`src/logic/rv_pkg.sv`:
```
package rv_pkg;

    //////////////////////////////////////////////////
    // Widths
    //////////////////////////////////////////////////

    localparam int XLEN     = 64;
    localparam int NUM_REGS = 32;

    typedef logic [XLEN-1:0] xlen_t;
    typedef logic [31:0]     instr_t;
    typedef logic [4:0]      reg_addr_t;
    typedef logic [31:0]     imm_t;

    //////////////////////////////////////////////////
    // Major opcodes
    //////////////////////////////////////////////////

    localparam logic [6:0] OPCODE_LUI       = 7'b0110111;
    localparam logic [6:0] OPCODE_OP_IMM    = 7'b0010011;
    localparam logic [6:0] OPCODE_OP_IMM_32 = 7'b0011011;
    localparam logic [6:0] OPCODE_OP        = 7'b0110011;
    localparam logic [6:0] OPCODE_OP_32     = 7'b0111011;

    //////////////////////////////////////////////////
    // Operation encodings
    //////////////////////////////////////////////////

    typedef enum logic [2:0] {
        ALU_ADD,
        ALU_SUB,
        ALU_AND,
        ALU_OR,
        ALU_XOR,
        ALU_SHIFT,
        ALU_SLT
    } alu_op_e;

    // Bit 0 set for right shifts, bit 1 set for arithmetic
    typedef enum logic [1:0] {
        SHIFT_SLL = 2'b00,
        SHIFT_SRL = 2'b01,
        SHIFT_SRA = 2'b11
    } shift_op_e;

    typedef enum logic {
        CMP_LT  = 1'b0,
        CMP_LTU = 1'b1
    } cmp_op_e;

endpackage
```
`src/logic/pipe_ifs.sv`:
```


// Two combinational read ports of the register file
interface reg_read_if;
    import rv_pkg::*;

    reg_addr_t rs1_addr;
    reg_addr_t rs2_addr;
    xlen_t     rs1_data;
    xlen_t     rs2_data;

    modport reader (output rs1_addr, rs2_addr, input rs1_data, rs2_data);
    modport file (input rs1_addr, rs2_addr, output rs1_data, rs2_data);
endinterface

```
`src/logic/rv_regfile.sv`:
```
`timescale 1ns/1ps

module rv_regfile (
    input  logic              clk,
    input  logic              rst,
    reg_read_if.file          rd_i,
    input  logic              we_i,
    input  rv_pkg::reg_addr_t waddr_i,
    input  rv_pkg::xlen_t     wdata_i
);
    import rv_pkg::*;

    // x0 has no storage
    xlen_t regs [1:NUM_REGS-1];

    always_ff @(posedge clk or negedge rst) begin
        if (!rst) begin
            for (int i = 1; i < NUM_REGS; i++) begin
                regs[i] <= '0;
            end
        end else if (we_i && (waddr_i != '0)) begin
            regs[waddr_i] <= wdata_i;
        end
    end

    assign rd_i.rs1_data = (rd_i.rs1_addr == '0) ? '0 : regs[rd_i.rs1_addr];
    assign rd_i.rs2_data = (rd_i.rs2_addr == '0) ? '0 : regs[rd_i.rs2_addr];

endmodule

```
`src/flat_wrapper.sv`:
```
// flat-port wrapper written by rule: the top's interface ports become plain ports
module rv_regfile_flat import rv_pkg::*;
  (clk, rst, we_i, waddr_i, wdata_i, rd_i_rs1_addr, rd_i_rs2_addr, rd_i_rs1_data, rd_i_rs2_data);
  reg_read_if rd_i_i ();
  input  logic clk;
  input  logic rst;
  input  logic we_i;
  input  rv_pkg::reg_addr_t waddr_i;
  input  rv_pkg::xlen_t wdata_i;
  input wire logic [$bits(rd_i_i.rs1_addr)-1:0] rd_i_rs1_addr;
  input wire logic [$bits(rd_i_i.rs2_addr)-1:0] rd_i_rs2_addr;
  output wire logic [$bits(rd_i_i.rs1_data)-1:0] rd_i_rs1_data;
  output wire logic [$bits(rd_i_i.rs2_data)-1:0] rd_i_rs2_data;
  assign rd_i_i.rs1_addr = rd_i_rs1_addr;
  assign rd_i_i.rs2_addr = rd_i_rs2_addr;
  assign rd_i_rs1_data = rd_i_i.rs1_data;
  assign rd_i_rs2_data = rd_i_i.rs2_data;
  rv_regfile u_core (.clk(clk), .rst(rst), .rd_i(rd_i_i), .we_i(we_i), .waddr_i(waddr_i), .wdata_i(wdata_i));
endmodule
```
`config.mk`:
```
export PLATFORM = sky130hd
export DESIGN_NAME = rv_regfile_flat
export DESIGN_NICKNAME = d
export VERILOG_FILES = /design/src/logic/rv_pkg.sv /design/src/logic/pipe_ifs.sv /design/src/logic/rv_regfile.sv /design/src/flat_wrapper.sv
export SDC_FILE = /design/constraint.sdc
export NUM_CORES = 2
export LEC_CHECK = 0
export ABC_CLOCK_PERIOD_IN_PS = 5000
export BUFFER_PORTS_ARGS = -buffer_cell sky130_fd_sc_hd__buf_4
export CAP_MARGIN = 0
export CORE_UTILIZATION = 53
export DETAILED_ROUTE_END_ITERATION = 12
export PLACE_DENSITY = 0.69
export SLEW_MARGIN = 5
export SYNTH_ARGS = -nofsm -noshare
export SYNTH_HDL_FRONTEND = slang
export SYNTH_SLANG_ARGS = --single-unit
```
`constraint.sdc`:
```
create_clock -name clk -period 5 [get_ports clk]
set_input_delay 1 -clock clk [delete_from_list [all_inputs] [get_ports clk]]
set_output_delay 1 -clock clk [all_outputs]
set_load 0.03 [all_outputs]
```
Word level (Yosys, flattened, before mapping)

Cells that the tools add are included.

$lt $le $gt $ge: 4
Mux-type cells: 11
Bitwise operators: 3
Reductions and logical operators: 5

Operators with widths:

| cell                                                                  | number |
|---|---|
| 1984-bit bitwise mux                                                  | 1 |
| 64-bit binary-select mux with 5-bit select                            | 2 |
| 64-bit 2-to-1 mux                                                     | 7 |
| 64-bit demux with 5-bit select                                        | 1 |
| 6-bit >= comparator (second input constant)                           | 3 |
| 5-bit inverter with 6-bit output                                      | 3 |
| 5-bit logical NOT                                                     | 2 |
| 6-bit by 1-bit < comparator with 1-bit output (second input constant) | 1 |
| 5-bit nonzero test                                                    | 1 |
| 1-bit logical AND                                                     | 2 |

Bits in registers: 1984
Bits of input ports: 82
Output and inout port bits: 128
Word-level logic and storage cells: 54

Logic depth before layout (Yosys ltp)

Depth after elaboration: 6
Gate-level depth with buffers: 9
Depth with buffers taken out: 4

Worst setup path after synthesis

OpenSTA, ideal clock, no wires.

Kind: input to output
From: input rd_i_rs1_addr[1]
To: output rd_i_rs1_data[10]
Arrival: 2.938 ns
Data required time: 4.000 ns
Slack: 1.062 ns
Stages on the path: 8
Cell sequence: buf_2 buf_2 buf_2 nand2_1 clkbuf_1 o22ai_1 a211oi_1 o31ai_1

Word-level cells in the longest chain between the ends: 5
Elaborated cells between the ends (all ways): 6

RTL lines:

| item                                                   | line               | RTL |
|---|---|---|
| start, declared                                        | flat_wrapper.sv:10 | `input wire logic [$bits(rd_i_i.rs1_addr)-1:0] rd_i_rs1_addr;` |
| 5-bit inverter with 6-bit output (not written as such) | rv_regfile.sv:26   | `assign rd_i.rs1_data = (rd_i.rs1_addr == '0) ? '0 : regs[rd_i.rs1_addr];` |
| 64-bit binary-select mux with 5-bit select             | rv_regfile.sv:26   |  |
| 64-bit 2-to-1 mux (not written as such) (2 in series)  | rv_regfile.sv:26   |  |
| 64-bit 2-to-1 mux *                                    | rv_regfile.sv:26   |  |
| end, declared                                          | flat_wrapper.sv:12 | `output wire logic [$bits(rd_i_i.rs1_data)-1:0] rd_i_rs1_data;` |

Mark *: on every way between the ends. The rest lies on a longest branch, timed or not. The select of a mux whose other input is x is not followed.

Worst setup path after layout

From: input rd_i_rs1_addr[0]
To: output rd_i_rs1_data[0]

The elaborated chain is that of the path after synthesis.

==> flow_summary.yaml <==
synth:
  ys.flop_type: "dfrtp_1"
  postSynthAreaPerCell_um2: 14.99
  synthCells: 7020
  ys_seq_elements: 1984
  synth_area_leaders: "dfrtp_1 (47%), mux2_2 (23%), mux4_2 (18%), clkbuf_1 (1.5%), buf_2 (1.4%)"
  synth_nets: 7102
  syn_area_mm2: 0.1053
  yosysTopAreaCell: "dfrtp_1"
  yosysWarnings: 0
  synth_top_area_frac: 0.4717
  synth-edff-count: 0
  yosysUniqueCellTypes: 46
  ys_seq_area_frac: 0.4717
  synth-async-reset-ratio: 1.000
clocking:
  cts_made_buffers: 213
  clock-sinks: 1984
  clkTransAtPathRegs_ns: 0.06
  clockBufferDepth: 3
  clk_latency_ns: 0.88
  root_buffer: "clkbuf_16"
  htree_levels: 4
  ctsResizeCount: 0
  cts_tree: "built"
  postCtsSetupBuffers: 0
  cts_hold_buf: 0
sta:
  rsz0062_at_grt: "no"
  hold_viol_final: 0
  fmax_ghz: 0.2204
  finalCritPeriodShare: 0.9076
  relSlewSlack: 0.1655
  tightest_slew_ns: 1.249
  drv_slew: 0
  layout_setup_ws_ns: 0.4618
  setup_tns_ns: 0
  setup_viol: 0
  final.setup_skew_ns: 0
  period_minus_slack_ns: 4.538
route:
  drt_first_iter_violations: 8194
  firstDrtPassIters: 6
  drc: 0
  avgViaCountPerCell: 7.165
  vias: 70220
  wl_per_cell_um: 36.35
  drt_wl_total_um: 356300
  detail-route-antenna-nets: 0
global_routing:
  grt-ovfl-total: 0
  grt_max_degree: 167
  grt_pass1_vias: 71760
  grt_util_all_layers: 0.3591
  grt_pass1_wl_um: 518200
  antenna_found_initial: 19
final_layout:
  largest_register_ffs: 1984
  drive_gt1_frac: 0.5526
  final_common_cell: "mux2_2"
  mostFrequentLayoutCells: "mux2_2 (2,194), dfrtp_1 (1,984), mux4_2 (846)"
  nNetsFinal: 7044
  top_regs: "u_core.regs: 1984 flops"
  area_growth_pct: 12.41
  largest-register: "u_core.regs"
min_path:
  min_path_type: "in2async"
placement:
  dp_hpwl_um: 198200
  pre_cts_ws_ns: 0.5215
  place_congestion: 0.8471
  port_buffers: 209
setup_path:
  max_stage_delay_ns: 0.51
  crit_chain: "buf_8 -> buf_12 -> buf_4 -> mux4_2 -> a22o_1 -> o21ai_0 -> o31ai_1 -> buf_4"
  start_kind: "input port"
  path_class: "in2out"
  cp_max_fo: 34
  endpoint_kind: "output pin"
  arrival_ns: 3.54
  worstPathRequired_ns: 4.00
  cp_slowest_cell: "mux4_2"
  cp_common_cell: "buf_4"
floorplan:
  chipWidth_um: 447.7
  core_mm2: 0.1972
  dieArea_mm2: 0.2004
  io-pin-count: 210
  initial_core_util: 0.5337
  die_y_um: 447.7
  rows: 163
outcome:
  status: "finished, final reports clean"
power_and_ir_drop:
  power.density_mw_per_mm2: 411.8
  ir_drop_v: 0.0004157
  power_leakage_nw: 51.01
  p_total_mw: 48.73
job:
  max_cap_violations: 0
logic make-up after synthesis:
group	synth area share
muxes	0.4269
DFF	0.4717
and+or+nand+nor	0.01404
AOI/OAI and AO/OA	0.05476
buffers and inverters	0.03261
critical path, delay by kind of cell:
kind	cells	cell delay, ns
muxes	1	0.51
buffers and inverters	4	1.12
AOI/OAI and AO/OA	3	0.81
routing by layer:
| metal | vias to the layer above | track usage | wire (µm) | part of all wire |
|---|---|---|---|---|
| li1 | 27230 | - | - | - |
| met2 | 3917 | 0.5420 | 163800 | 0.46 |
| met3 | 943 | 0.09015 | 34400 | 0.097 |
| met4 | 6 | 0.1771 | 19160 | 0.054 |
| met1 | 38120 | 0.4859 | 138900 | 0.39 |
| met5 | - | 0 | 37 | 0.00010 |
layout make-up:
| cell class | count | area [µm²] |
|---|---|---|
| diodes | 17 | 42.54 |
| clock buffers | 328 | 6500 |
| clock inverters | 69 | 887.1 |
| fillers | 14910 | 78900 |
| inverters | 5 | 26.28 |
| multi-input cells | 4251 | 52510 |
| flip-flops and latches | 1984 | 49650 |
| well taps | 2640 | 3303 |
| repair buffers | 507 | 5399 |
synthesized netlist by cell type, types with 49 or more instances:
cell,count
mux2_2,2194
dfrtp_1,1984
mux4_2,846
clkbuf_1,411
buf_2,301
a22oi_1,193
o22ai_1,113
mux2i_1,111
o21ai_0,100
nand2_1,92
nor2_1,82
a22o_1,57
a211oi_1,49
final timing paths:
kind / startpoint / end / slack (ns) / cells past startpoint
min: rst / u_core.regs[707] / 0.14 / 1
min in group clk: u_core.regs[1576] / u_core.regs[1576] / 0.52 / 1
max in group asynchronous: rst / u_core.regs[158] / 3.34 / 2
max reg2reg: u_core.regs[1548] / u_core.regs[1548] / 4.18 / 1
max: rd_i_rs1_addr[0] / rd_i_rs1_data[0] / 0.46 / 8
min reg2reg: u_core.regs[1576] / u_core.regs[1576] / 0.52 / 1
stage by stage:
stage | instances | hold slack [ns] | instance area [µm²] | util
3_3_place_gp | 9387 | 0.4917 | 110900 | 0.5623
6_report | 9801 | 0.1418 | 118300 | 0.6000
4_1_cts | 9784 | 0.1378 | 118300 | 0.5997
2_1_floorplan | 7020 | 0.4701 | 105300 | -
5_1_grt | 9796 | 0.1645 | 118300 | 0.5999
3_5_place_dp | 9387 | 0.5058 | 110900 | 0.5623
power breakdown:
part	switching (mW)	total (mW)	internal, mW	leakage, nW
logic	4.34	10.4	6.09	22.0
clock network	6.83	16.7	9.85	3.67
registers	2.40	21.6	19.2	25.4
total	13.6	48.7	35.2	51.0
Power figures use the tool's default switching activity.
