===== src/logic/rv_pkg.sv =====
package rv_pkg;

    //////////////////////////////////////////////////
    // Widths
    //////////////////////////////////////////////////

    localparam int XLEN     = 64;
    localparam int NUM_REGS = 32;

    typedef logic [XLEN-1:0] xlen_t;
    typedef logic [31:0]     instr_t;
    typedef logic [4:0]      reg_addr_t;
    typedef logic [31:0]     imm_t;

    //////////////////////////////////////////////////
    // Major opcodes
    //////////////////////////////////////////////////

    localparam logic [6:0] OPCODE_LUI       = 7'b0110111;
    localparam logic [6:0] OPCODE_OP_IMM    = 7'b0010011;
    localparam logic [6:0] OPCODE_OP_IMM_32 = 7'b0011011;
    localparam logic [6:0] OPCODE_OP        = 7'b0110011;
    localparam logic [6:0] OPCODE_OP_32     = 7'b0111011;

    //////////////////////////////////////////////////
    // Operation encodings
    //////////////////////////////////////////////////

    typedef enum logic [2:0] {
        ALU_ADD,
        ALU_SUB,
        ALU_AND,
        ALU_OR,
        ALU_XOR,
        ALU_SHIFT,
        ALU_SLT
    } alu_op_e;

    // Bit 0 set for right shifts, bit 1 set for arithmetic
    typedef enum logic [1:0] {
        SHIFT_SLL = 2'b00,
        SHIFT_SRL = 2'b01,
        SHIFT_SRA = 2'b11
    } shift_op_e;

    typedef enum logic {
        CMP_LT  = 1'b0,
        CMP_LTU = 1'b1
    } cmp_op_e;

endpackage

===== src/logic/pipe_ifs.sv =====
`timescale 1ns/1ps

// Decoded instruction slot, decode stage to execute stage
interface decode_bus_if;
    import rv_pkg::*;

    logic      valid;
    reg_addr_t rd;
    reg_addr_t rs1;
    reg_addr_t rs2;
    alu_op_e   alu_op;
    shift_op_e shift_op;
    cmp_op_e   cmp_op;
    logic      word;
    logic      use_imm;
    imm_t      imm;

    modport decode (
        output valid, rd, rs1, rs2, alu_op, shift_op, cmp_op, word, use_imm, imm
    );

    modport execute (
        input valid, rd, rs1, rs2, alu_op, shift_op, cmp_op, word, use_imm, imm
    );
endinterface

// Two combinational read ports of the register file
interface reg_read_if;
    import rv_pkg::*;

    reg_addr_t rs1_addr;
    reg_addr_t rs2_addr;
    xlen_t     rs1_data;
    xlen_t     rs2_data;

    modport reader (output rs1_addr, rs2_addr, input rs1_data, rs2_data);
    modport file (input rs1_addr, rs2_addr, output rs1_data, rs2_data);
endinterface


===== src/logic/rv_execute.sv =====
`timescale 1ns/1ps

module rv_execute (
    input  logic               clk,
    input  logic               rst,
    decode_bus_if.execute      dec_i,
    reg_read_if.reader         rd_o,
    output logic               we_o,
    output rv_pkg::reg_addr_t  waddr_o,
    output rv_pkg::xlen_t      wdata_o
);
    import rv_pkg::*;

    xlen_t rs1_val;
    xlen_t rs2_val;
    xlen_t imm_sext;
    xlen_t alu_result;

    assign rd_o.rs1_addr = dec_i.rs1;
    assign rd_o.rs2_addr = dec_i.rs2;

    // Bypass from the result register, which the file has not seen yet
    assign rs1_val = (we_o && (waddr_o == dec_i.rs1)) ? wdata_o : rd_o.rs1_data;
    assign rs2_val = (we_o && (waddr_o == dec_i.rs2)) ? wdata_o : rd_o.rs2_data;

    assign imm_sext = {{32{dec_i.imm[31]}}, dec_i.imm};

    rv_alu u_alu (
        .rs1_i      (rs1_val),
        .rs2_i      (rs2_val),
        .imm_i      (imm_sext),
        .use_imm_i  (dec_i.use_imm),
        .alu_op_i   (dec_i.alu_op),
        .shift_op_i (dec_i.shift_op),
        .cmp_op_i   (dec_i.cmp_op),
        .word_i     (dec_i.word),
        .result_o   (alu_result)
    );

    // Result register doubles as the writeback port
    always_ff @(posedge clk or negedge rst) begin
        if (!rst) begin
            we_o <= 1'b0;
        end else begin
            we_o <= dec_i.valid;
        end
    end

    always_ff @(posedge clk) begin
        waddr_o <= dec_i.rd;
        wdata_o <= alu_result;
    end

endmodule


===== src/logic/rv_alu.sv =====
`timescale 1ns/1ps

module rv_alu (
    input  rv_pkg::xlen_t     rs1_i,
    input  rv_pkg::xlen_t     rs2_i,
    input  rv_pkg::xlen_t     imm_i,
    input  logic              use_imm_i,
    input  rv_pkg::alu_op_e   alu_op_i,
    input  rv_pkg::shift_op_e shift_op_i,
    input  rv_pkg::cmp_op_e   cmp_op_i,
    input  logic              word_i,
    output rv_pkg::xlen_t     result_o
);
    import rv_pkg::*;

    xlen_t operand_b;
    xlen_t sum;
    xlen_t difference;
    xlen_t shift_result;
    xlen_t alu_result;
    logic  lt_flag;
    logic  ltu_flag;
    logic  slt_bit;

    assign operand_b  = use_imm_i ? imm_i : rs2_i;
    assign sum        = rs1_i + operand_b;
    assign difference = rs1_i - operand_b;

    //////////////////////////////////////////////////
    // Set-less-than compare
    //////////////////////////////////////////////////

    // Equal top bits: the sign of the difference decides
    // Different top bits: signed picks the negative one as smaller
    assign lt_flag  = (rs1_i[63] == operand_b[63]) ? difference[63] : rs1_i[63];
    // Unsigned picks the one with a clear top bit as smaller
    assign ltu_flag = (rs1_i[63] == operand_b[63]) ? difference[63] : operand_b[63];
    assign slt_bit  = (cmp_op_i == CMP_LTU) ? ltu_flag : lt_flag;

    rv_shifter u_shifter (
        .operand_i  (rs1_i),
        .shamt_i    (operand_b[5:0]),
        .shift_op_i (shift_op_i),
        .word_i     (word_i),
        .result_o   (shift_result)
    );

    // Result mux
    always_comb begin
        unique case (alu_op_i)
            ALU_ADD:   alu_result = sum;
            ALU_SUB:   alu_result = difference;
            ALU_AND:   alu_result = rs1_i & operand_b;
            ALU_OR:    alu_result = rs1_i | operand_b;
            ALU_XOR:   alu_result = rs1_i ^ operand_b;
            ALU_SHIFT: alu_result = shift_result;
            ALU_SLT:   alu_result = {63'b0, slt_bit};
            default:   alu_result = sum;
        endcase
    end

    // Word ops keep the low half, sign extended
    assign result_o = word_i ? {{32{alu_result[31]}}, alu_result[31:0]} : alu_result;

endmodule


===== src/logic/rv_shifter.sv =====
`timescale 1ns/1ps

module rv_shifter (
    input  rv_pkg::xlen_t     operand_i,
    input  logic [5:0]        shamt_i,
    input  rv_pkg::shift_op_e shift_op_i,
    input  logic              word_i,
    output rv_pkg::xlen_t     result_o
);
    import rv_pkg::*;

    xlen_t       shift_in;
    xlen_t       reversed;
    logic        fill_bit;
    logic [5:0]  shamt;
    logic [64:0] shift_ext;
    logic [64:0] shift_out;

    // Left shift goes through the right shifter bit-reversed
    always_comb begin
        for (int i = 0; i < XLEN; i++) begin
            reversed[i] = operand_i[XLEN-1-i];
        end
    end

    // Right word shift puts the low half on top, padded below
    assign shift_in  = !shift_op_i[0] ? reversed :
                       word_i         ? {operand_i[31:0], 32'b0} : operand_i;
    assign fill_bit  = shift_op_i[1] && shift_in[XLEN-1];
    assign shamt     = word_i ? {1'b0, shamt_i[4:0]} : shamt_i;
    assign shift_ext = {fill_bit, shift_in};
    assign shift_out = $signed(shift_ext) >>> shamt;

    always_comb begin
        if (!shift_op_i[0]) begin
            for (int i = 0; i < XLEN; i++) begin
                result_o[i] = shift_out[XLEN-1-i];
            end
        end else if (word_i) begin
            result_o = {{32{shift_out[63]}}, shift_out[63:32]};
        end else begin
            result_o = shift_out[63:0];
        end
    end

endmodule


===== src/flat_wrapper.sv =====
// flat-port wrapper written by rule: the top's interface ports become plain ports
module rv_execute_flat import rv_pkg::*;
  (clk, rst, we_o, waddr_o, wdata_o, dec_i_valid, dec_i_rd, dec_i_rs1, dec_i_rs2, dec_i_alu_op, dec_i_shift_op, dec_i_cmp_op, dec_i_word, dec_i_use_imm, dec_i_imm, rd_o_rs1_addr, rd_o_rs2_addr, rd_o_rs1_data, rd_o_rs2_data);
  decode_bus_if dec_i_i ();
  reg_read_if rd_o_i ();
  input  logic clk;
  input  logic rst;
  output logic we_o;
  output rv_pkg::reg_addr_t waddr_o;
  output rv_pkg::xlen_t wdata_o;
  input wire logic [$bits(dec_i_i.valid)-1:0] dec_i_valid;
  input wire logic [$bits(dec_i_i.rd)-1:0] dec_i_rd;
  input wire logic [$bits(dec_i_i.rs1)-1:0] dec_i_rs1;
  input wire logic [$bits(dec_i_i.rs2)-1:0] dec_i_rs2;
  input wire logic [$bits(dec_i_i.alu_op)-1:0] dec_i_alu_op;
  input wire logic [$bits(dec_i_i.shift_op)-1:0] dec_i_shift_op;
  input wire logic [$bits(dec_i_i.cmp_op)-1:0] dec_i_cmp_op;
  input wire logic [$bits(dec_i_i.word)-1:0] dec_i_word;
  input wire logic [$bits(dec_i_i.use_imm)-1:0] dec_i_use_imm;
  input wire logic [$bits(dec_i_i.imm)-1:0] dec_i_imm;
  output wire logic [$bits(rd_o_i.rs1_addr)-1:0] rd_o_rs1_addr;
  output wire logic [$bits(rd_o_i.rs2_addr)-1:0] rd_o_rs2_addr;
  input wire logic [$bits(rd_o_i.rs1_data)-1:0] rd_o_rs1_data;
  input wire logic [$bits(rd_o_i.rs2_data)-1:0] rd_o_rs2_data;
  assign dec_i_i.valid = dec_i_valid;
  assign dec_i_i.rd = dec_i_rd;
  assign dec_i_i.rs1 = dec_i_rs1;
  assign dec_i_i.rs2 = dec_i_rs2;
  assign dec_i_i.alu_op = dec_i_alu_op;
  assign dec_i_i.shift_op = dec_i_shift_op;
  assign dec_i_i.cmp_op = dec_i_cmp_op;
  assign dec_i_i.word = dec_i_word;
  assign dec_i_i.use_imm = dec_i_use_imm;
  assign dec_i_i.imm = dec_i_imm;
  assign rd_o_rs1_addr = rd_o_i.rs1_addr;
  assign rd_o_rs2_addr = rd_o_i.rs2_addr;
  assign rd_o_i.rs1_data = rd_o_rs1_data;
  assign rd_o_i.rs2_data = rd_o_rs2_data;
  rv_execute u_core (.clk(clk), .rst(rst), .dec_i(dec_i_i), .rd_o(rd_o_i), .we_o(we_o), .waddr_o(waddr_o), .wdata_o(wdata_o));
endmodule

===== config.mk =====
export PLATFORM = sky130hd
export DESIGN_NAME = rv_execute_flat
export DESIGN_NICKNAME = d
export VERILOG_FILES = /design/src/logic/rv_pkg.sv /design/src/logic/pipe_ifs.sv /design/src/logic/rv_execute.sv /design/src/logic/rv_alu.sv /design/src/logic/rv_shifter.sv /design/src/flat_wrapper.sv
export SDC_FILE = /design/constraint.sdc
export NUM_CORES = 1
export LEC_CHECK = 0
export ABC_AREA = 1
export BUFFER_PORTS_ARGS = -buffer_cell sky130_fd_sc_hd__clkbuf_2
export CAP_MARGIN = 30
export CELL_PAD_IN_SITES_DETAIL_PLACEMENT = 1
export CELL_PAD_IN_SITES_GLOBAL_PLACEMENT = 2
export CORE_MARGIN = 8
export CORE_UTILIZATION = 28
export CTS_CLUSTER_SIZE = 25
export DETAILED_ROUTE_END_ITERATION = 8
export PLACE_DENSITY_LB_ADDON = 0.1
export SETUP_SLACK_MARGIN = 0.4
export SLEW_MARGIN = 20
export SYNTH_ARGS = -nofsm -noshare
export SYNTH_HDL_FRONTEND = slang
export SYNTH_SLANG_ARGS = --single-unit

===== constraint.sdc =====
create_clock -name clk -period 5.1 [get_ports clk]
set_clock_uncertainty 0.15 [all_clocks]
set_input_delay 0.765 -clock clk [delete_from_list [all_inputs] [get_ports clk]]
set_output_delay 0.765 -clock clk [all_outputs]
set_load 0.02 [all_outputs]

* Word-level counts from Yosys, hierarchy flattened
Index checks and enable logic that the tools add are counted.
Storage, ports and cells: register bits 70, input port bits 186, output and inout port bits 80, word-level logic and storage cells 34
Cells by class: $add $sub $neg 2, equal/unequal tests 9, shift-type cells 1, multiplexer cells 13, bitwise gates (word level) 3, reduce and logical (&&, ||, !) cells 3
Operators with widths (count):
- 64-bit 2-to-1 mux | 7
- 64-bit case mux with 6 select lines | 1
- 65-bit by 6-bit >>> shifter with 64-bit output | 1
- 64-bit adder | 1
- 64-bit AND | 1
- 64-bit bitwise OR | 1
- 64-bit subtractor | 1
- 64-bit bitwise XOR | 1
- 63-bit 2-to-1 mux | 1
- 5-bit == test | 2
- 3-bit == test (second input constant) | 3
- 3-bit by 2-bit == test with 1-bit output (second input constant) | 2
- 6-bit 2-to-1 mux | 1
- 3-bit by 1-bit == test with 1-bit output (second input constant) | 1
- 1-bit logical AND | 3
- 1-bit 2-to-1 mux | 3
- 1-bit == test | 1

* Longest topological paths before layout
depth in word-level cells 11, gate-level depth with buffers 37, mapped depth without buffers 34

* Cells and area by module
From an unflattened synthesis, not the netlist that was laid out.
Unflattened totals: cells, all modules 5286, area total of the unflattened synthesis 26568.0 µm²
By module, submodules not included:
- rv_alu | times used 1, cells an instance 3303, area each 16139.2 µm², seq. area each 0.0 µm²
- rv_shifter | times used 1, cells an instance 1409, area each 6683.9 µm², seq. area each 0.0 µm²
- rv_execute | times used 1, cells an instance 574, area each 3744.8 µm², seq. area each 1406.3 µm²

* Worst setup path after synthesis
OpenSTA, ideal clock, no wires.
kind in2reg, from in dec_i_rs2[0], to reg u_core.wdata_o[63], library setup time 114 ps, data arrival time 5101 ps, required time 4836 ps, slack -265 ps, cell stages on the path 34, buffers on the path 4, path through inv_1 > nand2_1 > nand2_1 > nor2_2 > nand3_1 > buf_6 > or2_0 > o211ai_1 > and2_1 > buf_2 > inv_1 > buf_2 > buf_1 > ha_1 > inv_1 > nand2_1 > nand2_1 > a21oi_1 > o21ai_1 > a21oi_1 > o21bai_1 > inv_1 > o21ai_0 > nand2_1 > o211ai_1 > nand2_1 > nand2_1 > a311oi_1 > fa_1 > o22ai_1 > a221oi_1 > nand3_1 > nand2_1 > nand2_2
On the way: cells in the longest elaborated chain, start to end 10, elaborated cells on any way between the ends 15, classes of those cells add/sub (2); eq/ne (1); shift (1); mux (7); bitwise (3); reduce/logical (1)
RTL lines:
- start: declaration | RTL line flat_wrapper.sv:14 | input wire logic [$bits(dec_i_i.rs2)-1:0] dec_i_rs2;
- 5-bit == test (*) | RTL line rv_execute.sv:24 | assign rs2_val = (we_o && (waddr_o == dec_i.rs2)) ? wdata_o : rd_o.rs2_data;
- 1-bit logical AND (*) | RTL line rv_execute.sv:24
- 64-bit 2-to-1 mux (*) | RTL line rv_execute.sv:24
- 64-bit 2-to-1 mux (*) | RTL line rv_alu.sv:25 | assign operand_b = use_imm_i ? imm_i : rs2_i;
- parallel branches: the longest is 4 deep, another holds 64-bit adder
- 64-bit case mux with 6 select lines (*) | RTL line rv_alu.sv:50 | unique case (alu_op_i)
- 64-bit 2-to-1 mux (*) | RTL line rv_alu.sv:63 | assign result_o = word_i ? {{32{alu_result[31]}}, alu_result[31:0]} : alu_result;
- named net u_core.alu_result[63] | RTL line rv_execute.sv:17 | xlen_t alu_result;
- end signal: assignment | RTL line rv_execute.sv:51 | wdata_o <= alu_result;
- end: declaration | RTL line rv_execute.sv:10 | output rv_pkg::xlen_t wdata_o
Mark *: on every way through the listed nets, which the timed path passes.

* Final worst setup path
from in dec_i_rs2[3], to reg u_core.wdata_o[63]
The elaborated chain is that of the path after synthesis.

==> metrics <==
Max FO, Critical Path 7; Final min period 5268 ps; CTS clk-pin slew, worst paths approximately 70 ps; GPL Wtd Cong 1.077; Fill cells 11170; Tightest Pin Transition between 1000 and 1500 ps; CP Launch Type input port; First-pass DRT Iterations 6; layout cells sized above 1 37.40%; Synth top cells by count 1243 x nand2_1, 671 x nand3_1, 551 x inv_1, 322 x a21oi_1, 306 x nor2_1; Area Growth Syn to Fin 57.98%; vias in the first global route 35920; most instantiated library cell after synthesis nand2_1; crit path kind in -> reg; Critical Path AT between 5000 and 6000 ps; Worst VDD drop ~0.00023 V; outcome finished with violations; Synth Net Count 4761; crit path capture type register; RSZ-0062 raised after global routing yes; DRT iter0 DRCs 3694; Worst Hold Class in -> reg; total chip power 7976 µW; io pins 266; Core Util, Final 44.43%; Vias 36080; CTS buffer count 9; Most common cell on crit path buf_4; failing checks negative setup slack; Netlist cell types 61; Fin. Hold Viols 0; core footprint 0.08158 mm²; Detailed Place HPWL 152.9 mm; area of the die slightly above 0.09 mm²; final setup margin -168.4 ps; TritonCTS clock tree done; Crit path largest cell delay between 400 and 500 ps; async set-reset flop share out of synthesis 1.429%; Starting Density 28.12%; Rows approximately 110; FMAX between 150 and 200 MHz; insertion delay to the later sink of the worst-skew pair approximately 440 ps; non-filler instance count after layout 6537; CP max stage cell fa_2; initial antenna violation count 20; Post-Syn Area per Cell 5.238 µm²; top cell type's share of synthesized area 20.34%; clk buf depth 2; Worst EP required 5320 ps; max-cap viol count 0; Pins Over Slew Limit 0; Max transition margin between 30 and 40%; first-pass GRT wire length 257.2 mm; final antenna-violating net count 0; Yosys top cell by area nand2_1; largest net degree at the start of global routing 95; Netlist Area Pre-Place 0.02294 mm²; grt ovf 0; die width 302.3 µm; Overall Global Routing Usage 38.90%; Leakage Power roughly 0.019 µW; Synth Instances ~4400; Clock Root Buffer clkbuf_16; # setup viols final 2; port bufs 265; H-tree depth 3; Via-to-Cell Ratio between 5 and 6; worst hold slack around 280 ps; Routed WL 186.7 mm; post-route setup TNS -255.3 ps; Synth Warn # 0; Main synth FF type dfxtp_1; Seq cells post-synth 70; placed insts 6373; final worst path period share 103.3%; # DRC 0; sequential fraction of the synthesis area 6.130%; EDFF count, synth 0; die boundary height 302.3 µm; WL/cell 28.56 µm; Layout Nets between 5000 and 6000; main area contributors after synthesis nand2_1 20%, nand3_1 15%, ha_1 10%; Sink Count 70; Power Dens Cells 220.1 mW/mm²
[final timing paths]
path | start | end | slack, ps | cells past startpoint
setup reg to reg | u_core.waddr_o[3] | u_core.wdata_o[63] | -130 | 33
setup / recovery | dec_i_rs2[3] | u_core.wdata_o[63] | -170 | 33
max in group asynchronous | rst | u_core.we_o | 4210 | 2
min in group asynchronous | rst | u_core.we_o | 510 | 2
hold reg to reg | u_core.wdata_o[1] | u_core.wdata_o[1] | 890 | 5
hold / removal | dec_i_rd[0] | u_core.waddr_o[0] | 280 | 1
[area by class of cell]
cell class	count	area, µm²	area share [%]
multi-input combinational	3465	20740	57.21
timing repair buffer	1329	10180	28.08
inverter	583	2221	6.127
sequential	70	1418	3.911
tap	1070	1339	3.694
clock buffer	12	266.5	0.7353
clock inverter	4	76.32	0.2106
antenna	4	10.01	0.02762
[per-layer routing]
| metal | share of wire [%] | GRT usage (%) | wire length [µm] |
|---|---|---|---|
| met5 | 0.11 | 0 | 209 |
| met4 | 6.1 | 19.59 | 11310 |
| met3 | 8.6 | 8.584 | 15960 |
| met2 | 43 | 60.17 | 80090 |
| met1 | 42 | 50.53 | 79110 |
[worst max-delay path, delay by kind of cell]
family	cells	cell delay, ps
AO/OA/AOI/OAI	8	1200
buffers and inverters	13	1940
AND/OR/NAND/NOR	10	940
adder cells (fa/ha/maj)	2	600
[stage by stage]
step	area [µm²]	setup slack, ps
finish	36240	-168.4
global route	36240	-325.1
CTS	34570	6.249
detailed placement	31690	-1008
global placement	31690	-848.6
floorplan	23060	185.0
[flip-flops by register name, indices dropped and copies added, names as in the netlist]
register,count
u_core.wdata_o,64
u_core.waddr_o,5
u_core.we_o,1
[report_power, final]
group          internal, µW  leakage (µW)  switching (µW)
combinational          2450        0.0180            3840
sequential              651      0.000592             171
clock                   471      0.000165             396
total                  3570        0.0187            4410
[cell usage in the layout (no fill, tap or decap), drive strengths merged, types with 21 or more instances in the layout]
master	n
and2	34
or2	50
inv	575
a21oi	323
xor2	26
nand4	24
a221oi	24
ha	191
nor2	311
a31oi	25
nor3	21
o2111ai	22
o21a	24
o22ai	30
o211ai	85
buf	1064
o21ai	238
dfxtp	69
clkbuf	276
nand3	682
nand2	1280
[what timing repair did]
item | in CTS | in global routing
resized for setup | 421 | 370
cloned | 6 | 3
buffers inserted | 88 | 46
setup endpoints to repair | 43 | 47
endpoints found under the hold margin | 1 | 0
hold buffers | 1 | 0
pin swaps | 128 | 95
[cell families after synthesis]
logic type	count (synthesis)	share of synthesized area [%]
and+or+nand+nor	2426	45.81
AOI/OAI and AO/OA	818	21.09
adders and majority gates	195	10.77
xor gates and xnor gates	26	0.9925
buffers and inverters	845	15.21
DFF	70	6.130
(Power assumes the default switching activity.)
